--- config.mk ---
export PLATFORM = sky130hd
export DESIGN_NAME = gbc_io_top
export DESIGN_NICKNAME = d
export VERILOG_FILES = /design/src/gbc_io_pkg.sv /design/src/apb_io_port.sv /design/src/timer_unit.sv /design/src/interrupt_unit.sv /design/src/debug_readout.sv /design/src/gbc_io_top.sv
export SDC_FILE = /design/constraint.sdc
export NUM_CORES = 1
export LEC_CHECK = 0
export BUFFER_PORTS_ARGS = -buffer_cell sky130_fd_sc_hd__buf_2
export CELL_PAD_IN_SITES_DETAIL_PLACEMENT = 1
export CELL_PAD_IN_SITES_GLOBAL_PLACEMENT = 1
export CORE_UTILIZATION = 47
export CTS_CLUSTER_DIAMETER = 200
export CTS_CLUSTER_SIZE = 30
export DETAILED_ROUTE_END_ITERATION = 12
export PLACE_DENSITY = 0.91
export SETUP_SLACK_MARGIN = 0.2
export SYNTH_ARGS = -nofsm -noshare
export SYNTH_HDL_FRONTEND = slang
export SYNTH_HIERARCHICAL = 1
export SYNTH_SLANG_ARGS = --single-unit
--- constraint.sdc ---
create_clock -name clock_in -period 5.25 [get_ports clock_in]
set_clock_uncertainty 0.1 [all_clocks]
set_input_delay 0.2625 -clock clock_in [delete_from_list [all_inputs] [get_ports clock_in]]
set_output_delay 0.2625 -clock clock_in [all_outputs]
set_load 0.02 [all_outputs]
--- src/gbc_io_pkg.sv ---
package gbc_io_pkg;

   // ==================================================================
   // Widths and address map
   // ==================================================================
   localparam int DATA_W = 8;
   localparam int ADDR_W = 16;

   // Every register lives in the 0xFFxx page
   localparam logic [7:0] IO_PAGE   = 8'hFF;
   localparam logic [7:0] ADDR_DIV  = 8'h04;
   localparam logic [7:0] ADDR_TIMA = 8'h05;
   localparam logic [7:0] ADDR_TMA  = 8'h06;
   localparam logic [7:0] ADDR_TAC  = 8'h07;
   localparam logic [7:0] ADDR_IF   = 8'h0F;
   localparam logic [7:0] ADDR_IE   = 8'hFF;

   localparam int NUM_INT = 5;

   // DIV is the upper byte of the free-running counter
   localparam int DIV_STEP_BITS  = 8;
   localparam int HEARTBEAT_BITS = 21;

   localparam logic [DATA_W-1:0] UNMAPPED_READ = 8'hFF;

   // ==================================================================
   // Enumerations
   // ==================================================================
   typedef enum logic [2:0] {
      REG_DIV,
      REG_TIMA,
      REG_TMA,
      REG_TAC,
      REG_IF,
      REG_IE,
      REG_NONE
   } io_reg_e;

   // Bit positions in IF and IE
   // Lowest index has highest priority
   typedef enum logic [2:0] {
      INT_VBLANK  = 3'd0,
      INT_LCDSTAT = 3'd1,
      INT_TIMER   = 3'd2,
      INT_SERIAL  = 3'd3,
      INT_JOYPAD  = 3'd4
   } int_source_e;

   // TAC[1:0] values named by clocks per TIMA step
   typedef enum logic [1:0] {
      TAC_1024 = 2'd0,
      TAC_16   = 2'd1,
      TAC_64   = 2'd2,
      TAC_256  = 2'd3
   } tac_clock_e;

endpackage

--- src/apb_io_port.sv ---
`timescale 1ns/10ps

module apb_io_port (
   input  logic                          clock_in,
   input  logic                          synch_reset,
   input  logic [gbc_io_pkg::ADDR_W-1:0] paddr,
   input  logic                          psel,
   input  logic                          penable,
   input  logic                          pwrite,
   input  logic [gbc_io_pkg::DATA_W-1:0] pwdata,
   input  logic [gbc_io_pkg::DATA_W-1:0] div_value,
   input  logic [gbc_io_pkg::DATA_W-1:0] tima_value,
   input  logic [gbc_io_pkg::DATA_W-1:0] tma_value,
   input  logic [gbc_io_pkg::DATA_W-1:0] tac_value,
   input  logic [gbc_io_pkg::DATA_W-1:0] if_value,
   input  logic [gbc_io_pkg::DATA_W-1:0] ie_value,
   output logic [gbc_io_pkg::DATA_W-1:0] prdata,
   output logic                          pready,
   output logic                          pslverr,
   output gbc_io_pkg::io_reg_e           reg_sel,
   output logic                          wr_en,
   output logic [gbc_io_pkg::DATA_W-1:0] wr_data
);
   import gbc_io_pkg::*;

   logic setup_q;
   logic access;
   logic mapped;

   // Remember a setup cycle so that the access phase is seen only once
   always_ff @(posedge clock_in) begin
      if (synch_reset) begin
         setup_q <= 1'b0;
      end else begin
         setup_q <= psel & ~penable;
      end
   end

   assign access = psel & penable & setup_q;

   // Address decode with the page check first
   always_comb begin
      reg_sel = REG_NONE;
      if (paddr[ADDR_W-1:DATA_W] == IO_PAGE) begin
         case (paddr[DATA_W-1:0])
            ADDR_DIV:  reg_sel = REG_DIV;
            ADDR_TIMA: reg_sel = REG_TIMA;
            ADDR_TMA:  reg_sel = REG_TMA;
            ADDR_TAC:  reg_sel = REG_TAC;
            ADDR_IF:   reg_sel = REG_IF;
            ADDR_IE:   reg_sel = REG_IE;
            default:   reg_sel = REG_NONE;
         endcase
      end
   end

   assign mapped  = (reg_sel != REG_NONE);
   assign wr_en   = access & pwrite & mapped;
   assign wr_data = pwdata;
   assign pslverr = access & ~mapped;

   // No wait states
   assign pready = 1'b1;

   // Read mux showing register state before the closing edge
   always_comb begin
      case (reg_sel)
         REG_DIV:  prdata = div_value;
         REG_TIMA: prdata = tima_value;
         REG_TMA:  prdata = tma_value;
         REG_TAC:  prdata = tac_value;
         REG_IF:   prdata = if_value;
         REG_IE:   prdata = ie_value;
         default:  prdata = UNMAPPED_READ;
      endcase
   end

endmodule

--- src/timer_unit.sv ---
`timescale 1ns/10ps

module timer_unit (
   input  logic                          clock_in,
   input  logic                          synch_reset,
   input  gbc_io_pkg::io_reg_e           reg_sel,
   input  logic                          wr_en,
   input  logic [gbc_io_pkg::DATA_W-1:0] wr_data,
   output logic [gbc_io_pkg::DATA_W-1:0] div_value,
   output logic [gbc_io_pkg::DATA_W-1:0] tima_value,
   output logic [gbc_io_pkg::DATA_W-1:0] tma_value,
   output logic [gbc_io_pkg::DATA_W-1:0] tac_value,
   output logic                          timer_req
);
   import gbc_io_pkg::*;

   logic [DIV_STEP_BITS+DATA_W-1:0] div_cnt;
   logic [DIV_STEP_BITS+DATA_W-1:0] step_mask;
   logic [DATA_W-1:0]               tima_q;
   logic [DATA_W-1:0]               tma_q;
   logic [2:0]                      tac_q;
   tac_clock_e                      tac_clk;
   logic                            step;
   logic                            div_wr;
   logic                            tima_wr;
   logic                            tma_wr;
   logic                            tac_wr;

   assign div_wr  = wr_en & (reg_sel == REG_DIV);
   assign tima_wr = wr_en & (reg_sel == REG_TIMA);
   assign tma_wr  = wr_en & (reg_sel == REG_TMA);
   assign tac_wr  = wr_en & (reg_sel == REG_TAC);

   assign tac_clk = tac_clock_e'(tac_q[1:0]);

   // ==================================================================
   // Step detect
   // ==================================================================
   // Low counter bits all ones means the next edge lands on a multiple
   // of the period
   always_comb begin
      step_mask = '0;
      case (tac_clk)
         TAC_1024: step_mask[9:0] = '1;
         TAC_16:   step_mask[3:0] = '1;
         TAC_64:   step_mask[5:0] = '1;
         TAC_256:  step_mask[7:0] = '1;
         default:  step_mask[9:0] = '1;
      endcase
   end

   // A DIV write clears the counter, so that edge is not a step
   assign step = tac_q[2] & ((div_cnt & step_mask) == step_mask) & ~div_wr;

   // ==================================================================
   // Registers
   // ==================================================================
   always_ff @(posedge clock_in) begin
      if (synch_reset) begin
         div_cnt   <= '0;
         tima_q    <= '0;
         tma_q     <= '0;
         tac_q     <= '0;
         timer_req <= 1'b0;
      end else begin
         timer_req <= 1'b0;

         if (div_wr) begin
            div_cnt <= '0;
         end else begin
            div_cnt <= div_cnt + 1'b1;
         end

         // Software write to TIMA beats a step in the same cycle
         if (tima_wr) begin
            tima_q <= wr_data;
         end else if (step) begin
            if (tima_q == '1) begin
               tima_q    <= tma_q;
               timer_req <= 1'b1;
            end else begin
               tima_q <= tima_q + 1'b1;
            end
         end

         if (tma_wr) begin
            tma_q <= wr_data;
         end
         if (tac_wr) begin
            tac_q <= wr_data[2:0];
         end
      end
   end

   assign div_value  = div_cnt[DIV_STEP_BITS+DATA_W-1:DIV_STEP_BITS];
   assign tima_value = tima_q;
   assign tma_value  = tma_q;
   // Unused TAC bits read high
   assign tac_value  = {{(DATA_W-3){1'b1}}, tac_q};

endmodule

--- src/interrupt_unit.sv ---
`timescale 1ns/10ps

module interrupt_unit (
   input  logic                          clock_in,
   input  logic                          synch_reset,
   input  gbc_io_pkg::io_reg_e           reg_sel,
   input  logic                          wr_en,
   input  logic [gbc_io_pkg::DATA_W-1:0] wr_data,
   input  logic                          vblank_req,
   input  logic                          lcdstat_req,
   input  logic                          timer_req,
   input  logic                          joypad_req,
   output logic [gbc_io_pkg::DATA_W-1:0] if_value,
   output logic [gbc_io_pkg::DATA_W-1:0] ie_value,
   output logic                          irq,
   output gbc_io_pkg::int_source_e       irq_source
);
   import gbc_io_pkg::*;

   logic [NUM_INT-1:0] if_q;
   logic [NUM_INT-1:0] req_vec;
   logic [NUM_INT-1:0] pending;
   logic [DATA_W-1:0]  ie_q;
   logic               if_wr;
   logic               ie_wr;

   // Request pulses placed at their IF bit positions
   always_comb begin
      req_vec              = '0;
      req_vec[INT_VBLANK]  = vblank_req;
      req_vec[INT_LCDSTAT] = lcdstat_req;
      req_vec[INT_TIMER]   = timer_req;
      // Serial has no source here and its bit only moves by IF writes
      req_vec[INT_JOYPAD]  = joypad_req;
   end

   assign if_wr = wr_en & (reg_sel == REG_IF);
   assign ie_wr = wr_en & (reg_sel == REG_IE);

   // ==================================================================
   // IF and IE
   // ==================================================================
   always_ff @(posedge clock_in) begin
      if (synch_reset) begin
         if_q <= '0;
         ie_q <= '0;
      end else begin
         // New requests are ORed in after the write so they are not lost
         if (if_wr) begin
            if_q <= wr_data[NUM_INT-1:0] | req_vec;
         end else begin
            if_q <= if_q | req_vec;
         end
         if (ie_wr) begin
            ie_q <= wr_data;
         end
      end
   end

   assign pending = if_q & ie_q[NUM_INT-1:0];
   assign irq     = |pending;

   // Scan from the top down so the lowest pending index wins
   always_comb begin
      irq_source = INT_VBLANK;
      for (int i = NUM_INT - 1; i >= 0; i--) begin
         if (pending[i]) begin
            irq_source = int_source_e'(i);
         end
      end
   end

   assign if_value = {{(DATA_W-NUM_INT){1'b1}}, if_q};
   assign ie_value = ie_q;

endmodule

--- src/debug_readout.sv ---
`timescale 1ns/10ps

module debug_readout (
   input  logic                          clock_in,
   input  logic                          synch_reset,
   input  logic [7:0]                    switches,
   input  logic [gbc_io_pkg::DATA_W-1:0] div_value,
   input  logic [gbc_io_pkg::DATA_W-1:0] tima_value,
   input  logic [gbc_io_pkg::DATA_W-1:0] tma_value,
   input  logic [gbc_io_pkg::DATA_W-1:0] tac_value,
   input  logic [gbc_io_pkg::DATA_W-1:0] if_value,
   input  logic [gbc_io_pkg::DATA_W-1:0] ie_value,
   output logic [7:0]                    led
);
   import gbc_io_pkg::*;

   logic [HEARTBEAT_BITS-1:0] prescale;
   logic [DATA_W-1:0]         heartbeat;

   // Slow counter with its first tick after 2^21 clocks
   always_ff @(posedge clock_in) begin
      if (synch_reset) begin
         prescale  <= '0;
         heartbeat <= '0;
      end else begin
         prescale <= prescale + 1'b1;
         if (prescale == '1) begin
            heartbeat <= heartbeat + 1'b1;
         end
      end
   end

   // Offset 0xFF belongs to the heartbeat, so IE shows one below it
   always_comb begin
      case (switches)
         ADDR_DIV:  led = div_value;
         ADDR_TIMA: led = tima_value;
         ADDR_TMA:  led = tma_value;
         ADDR_TAC:  led = tac_value;
         ADDR_IF:   led = if_value;
         8'hFE:     led = ie_value;
         8'hFF:     led = heartbeat;
         default:   led = '0;
      endcase
   end

endmodule

--- src/gbc_io_top.sv ---
`timescale 1ns/10ps

module gbc_io_top (
   input  logic                          clock_in,
   input  logic                          synch_reset,
   input  logic [gbc_io_pkg::ADDR_W-1:0] paddr,
   input  logic                          psel,
   input  logic                          penable,
   input  logic                          pwrite,
   input  logic [gbc_io_pkg::DATA_W-1:0] pwdata,
   output logic [gbc_io_pkg::DATA_W-1:0] prdata,
   output logic                          pready,
   output logic                          pslverr,
   input  logic                          vblank_req,
   input  logic                          lcdstat_req,
   input  logic                          joypad_req,
   input  logic [7:0]                    switches,
   output logic                          irq,
   output gbc_io_pkg::int_source_e       irq_source,
   output logic [7:0]                    led
);
   import gbc_io_pkg::*;

   io_reg_e           reg_sel;
   logic              wr_en;
   logic [DATA_W-1:0] wr_data;
   logic [DATA_W-1:0] div_value;
   logic [DATA_W-1:0] tima_value;
   logic [DATA_W-1:0] tma_value;
   logic [DATA_W-1:0] tac_value;
   logic [DATA_W-1:0] if_value;
   logic [DATA_W-1:0] ie_value;
   logic              timer_req;

   // ==================================================================
   // Bus side
   // ==================================================================
   apb_io_port apb_io_port_i (
      .clock_in    (clock_in),
      .synch_reset (synch_reset),
      .paddr       (paddr),
      .psel        (psel),
      .penable     (penable),
      .pwrite      (pwrite),
      .pwdata      (pwdata),
      .div_value   (div_value),
      .tima_value  (tima_value),
      .tma_value   (tma_value),
      .tac_value   (tac_value),
      .if_value    (if_value),
      .ie_value    (ie_value),
      .prdata      (prdata),
      .pready      (pready),
      .pslverr     (pslverr),
      .reg_sel     (reg_sel),
      .wr_en       (wr_en),
      .wr_data     (wr_data)
   );

   // ==================================================================
   // Timer and interrupts
   // ==================================================================
   timer_unit timer_unit_i (
      .clock_in    (clock_in),
      .synch_reset (synch_reset),
      .reg_sel     (reg_sel),
      .wr_en       (wr_en),
      .wr_data     (wr_data),
      .div_value   (div_value),
      .tima_value  (tima_value),
      .tma_value   (tma_value),
      .tac_value   (tac_value),
      .timer_req   (timer_req)
   );

   interrupt_unit interrupt_unit_i (
      .clock_in    (clock_in),
      .synch_reset (synch_reset),
      .reg_sel     (reg_sel),
      .wr_en       (wr_en),
      .wr_data     (wr_data),
      .vblank_req  (vblank_req),
      .lcdstat_req (lcdstat_req),
      .timer_req   (timer_req),
      .joypad_req  (joypad_req),
      .if_value    (if_value),
      .ie_value    (ie_value),
      .irq         (irq),
      .irq_source  (irq_source)
   );

   // LED view of the registers
   debug_readout debug_readout_i (
      .clock_in    (clock_in),
      .synch_reset (synch_reset),
      .switches    (switches),
      .div_value   (div_value),
      .tima_value  (tima_value),
      .tma_value   (tma_value),
      .tac_value   (tac_value),
      .if_value    (if_value),
      .ie_value    (ie_value),
      .led         (led)
   );

endmodule

==> summary.md <==
| Metric | Value |
|---|---|
| Top-count cell post-synth | `dfxtp_1` |
| Via/cell ratio | `6.29` |
| Switching Fraction | `24.4%` |
| Critical Path AT | `3370 ps` |
| Worst Max-Slew Pin Slew | `1180 ps` |
| Largest net degree at the start of global routing | `40` |
| RSZ-0062 raised after global routing | `no` |
| Final setup fails | `0` |
| Crit path time final | `3250 ps` |
| Top Ports | `62` |
| Gr usage total | `29.0%` |
| Root buffer cell | `clkbuf_8` |
| Initial Util | `48.2%` |
| Worst slack, placed | `1720 ps` |
| Flop pwr share | `49.6%` |
| Synth top cells by count | `dfxtp_1, nand2_1, nor2_1` |
| Fill count | `1298` |
| Share of the synthesized area in the top cell type | `32.0%` |
| Leak Pwr | `0.00189 uW` |
| Internal power | `931 uW` |
| Post-synth top flop | `dfxtp_1` |
| Critical Path Sink Type | `flop` |
| HPWL after detailed placement | `11.1 mm` |
| # diodes | `0` |
| Grt ovf | `0` |
| Class of the worst hold path | `primary input to flop` |
| Clk sinks | `79` |
| Postcts setup bufs | `0` |
| CTS Buf Count | `9` |
| Final worst slack | `2000 ps` |
| Initial antenna violation count | `0` |
| Synth Area in XOR/XNOR | `4.44%` |
| Synth Area in Adders | `1.52%` |
| Synthesized flop and latch total | `79` |
| Clock Path Buffers | `2` |
| Mapped Cells | `585` |
| 1st-iter DRT viols | `343` |
| DR DRC count | `0` |
| IO Port Bufs | `60` |
| Design Power | `1230 uW` |
| Worst setup SP type | `primary input` |
| Kind of critical path | `primary input to flop` |
| Slew headroom | `20.4%` |
| Final net count | `664` |
| Hold Buf Count CTS | `1` |
| GP Congestion | `0.908` |
| Area Overhead vs Synth | `9.48%` |
| Post-Synth Simple-Gate Area | `29.5%` |
| Sequential element share of the synthesized area | `32.0%` |
| Post-CTS sizing | `0` |
| Comb pwr share | `5.9%` |
| Layout Cells excl Fill | `759` |
| Largest area contributor in the netlist | `dfxtp_1` |
| Die Height | `104 um` |
| Post-DP Area | `5150 sq um` |
| First-pass GRT wire length | `25.0 mm` |
| Post-detailed-routing wire length | `15.5 mm` |
| Clk pwr share | `44.4%` |
| Required time worst endpoint | `5360 ps` |
| Mean Syn Cell Area | `8.44 sq um` |
| EDFF count, synth | `0` |
| Setup TNS Final | `0 ps` |
| Fin crit share | `62.0%` |
| Post-synthesis mux area share | `10.2%` |
| CTS clk-pin slew, worst paths | `100 ps` |
| DR pass1 iterations | `7` |
| Die width | `104 um` |
| Largest family of logic cells by synthesized area | `simple AND/OR/NAND/NOR gates` |
| Power density cells | `228 nW/um^2` |
| FMAX | `0.307 GHz` |
| Asr flop ratio synth | `0%` |
| Die Area | `10900 sq um` |
| Antenna Violating Nets Remaining | `0` |
| Placed Instances | `742` |
| CTS tree | `done` |
| # rows | `37` |
| VDD IR max | `0.168 mV` |
| Status | `finished clean` |
| Layout cell share with drive strength beyond 1 | `18.6%` |
| Final instance area | `5400 sq um` |
| # Max-Cap Violations | `0` |
| Total vias in the final route | `4776` |
| Vias in the first global route | `4844` |
| Core footprint | `10200 sq um` |
| Synth top area cells | `dfxtp_1, mux2i_1, nand2_1` |
| Crit Path Max Fanout | `13` |
| Netlist Area Pre-Place | `4940 sq um` |
| Compound-cell area share of the yosys netlist | `15.3%` |
| H-tree depth | `3` |
| Skew-Pair Late Insertion Delay | `360 ps` |
| P_sw | `300 uW` |
| Synth warn | `6` |
| Synth unique cells | `72` |
| WL per Instance | `20.4 um` |
| Max-slew violations | `0` |
| Final hold vios | `0` |
[path summary, 6_finish.rpt]
check / cells past startpoint / startpoint / end / slack (ps)
setup / recovery: 8 / paddr[5] / timer_unit_i/tma_value[6] / 2000
hold / removal: 2 / psel / apb_io_port_i/setup_q / 70
setup reg to reg: 5 / apb_io_port_i/setup_q / timer_unit_i/tma_value[6] / 2740
hold reg to reg: 1 / debug_readout_i/prescale[0] / debug_readout_i/prescale[0] / 340
[critical path, cell delays in order]
cell and delay, ps:
buf_2 130, nor4_4 430, o21ai_2 210, a21oi_2 510, and3_1 380, nor4bb_2 1050, mux2i_1 320, nor2_1 70
[power by group through the flow]
stage / clock (uW) / sequential [uW] / combinational, uW
floorplan: 0 / 622 / 49.5
global placement: 0 / 624 / 67.8
detailed placement: 0 / 625 / 71.0
CTS: 553 / 611 / 71.9
global route: 583 / 612 / 80.1
finish: 547 / 611 / 73.1
[kinds of logic (layout without fill, tap and decap cells)]
family	after synthesis	after routing
and+or+nand+nor	261	261
AOI/OAI and AO/OA	112	112
DFF	79	79
buffers and inverters	59	91
muxes	40	40
xor gates and xnor gates	25	25
adders and majority gates	6	6
other	3	9
[state kept, by name, indices dropped and copies added, names as in the netlist]
name and cells:
timer_unit_i/tima_value 8, timer_unit_i/tac_q 3, timer_unit_i/tma_value 8, interrupt_unit_i/ie_value 8, timer_unit_i/div_cnt 16, debug_readout_i/heartbeat 8, timer_unit_i/timer_req 1, interrupt_unit_i/if_q 5
debug_readout_i/prescale 21, apb_io_port_i/setup_q 1
[routing by layer]
metal	global-route usage (%)	vias to the layer above	routed length, um
met5	0	-	0
met4	13.5	0	527
met3	4.95	43	914
met2	47.2	185	7430
met1	37.5	2379	6650
li1	-	2169	-
[cell type report]
cell class | instances | area [sq um] | area share, %
clock buffer | 11 | 151 | 2.80
clock inverter | 5 | 87.6 | 1.62
inverter | 13 | 48.8 | 0.903
multi-input combinational | 453 | 3050 | 56.4
sequential | 79 | 1580 | 29.3
tap | 136 | 170 | 3.15
timing repair buffer | 62 | 318 | 5.88
[cells in the final DEF (no fill, tap or decap), types with 9 or more instances in the layout]
cell and count:
a21oi_1 37, nand4_1 12, clkbuf_8 11, nand2_1 72
conb_1 9, inv_1 13, o211ai_1 10, o31ai_1 10
or4_1 10, nor2_1 49, nand3_1 22, and3_1 11
a22oi_1 9, mux2i_1 29, nor3_1 17, buf_2 60
xor2_1 16, xnor2_1 9, dfxtp_1 79
[stage by stage]
stage | hold slack, ps | util [%]
global placement | 323 | 50.4
CTS | 63.5 | 52.8
floorplan | 238 | -
detailed placement | 332 | 50.4
finish | 69.3 | 52.8
global route | 53.1 | 52.8
No activity file was read; power rests on OpenSTA's default activity.
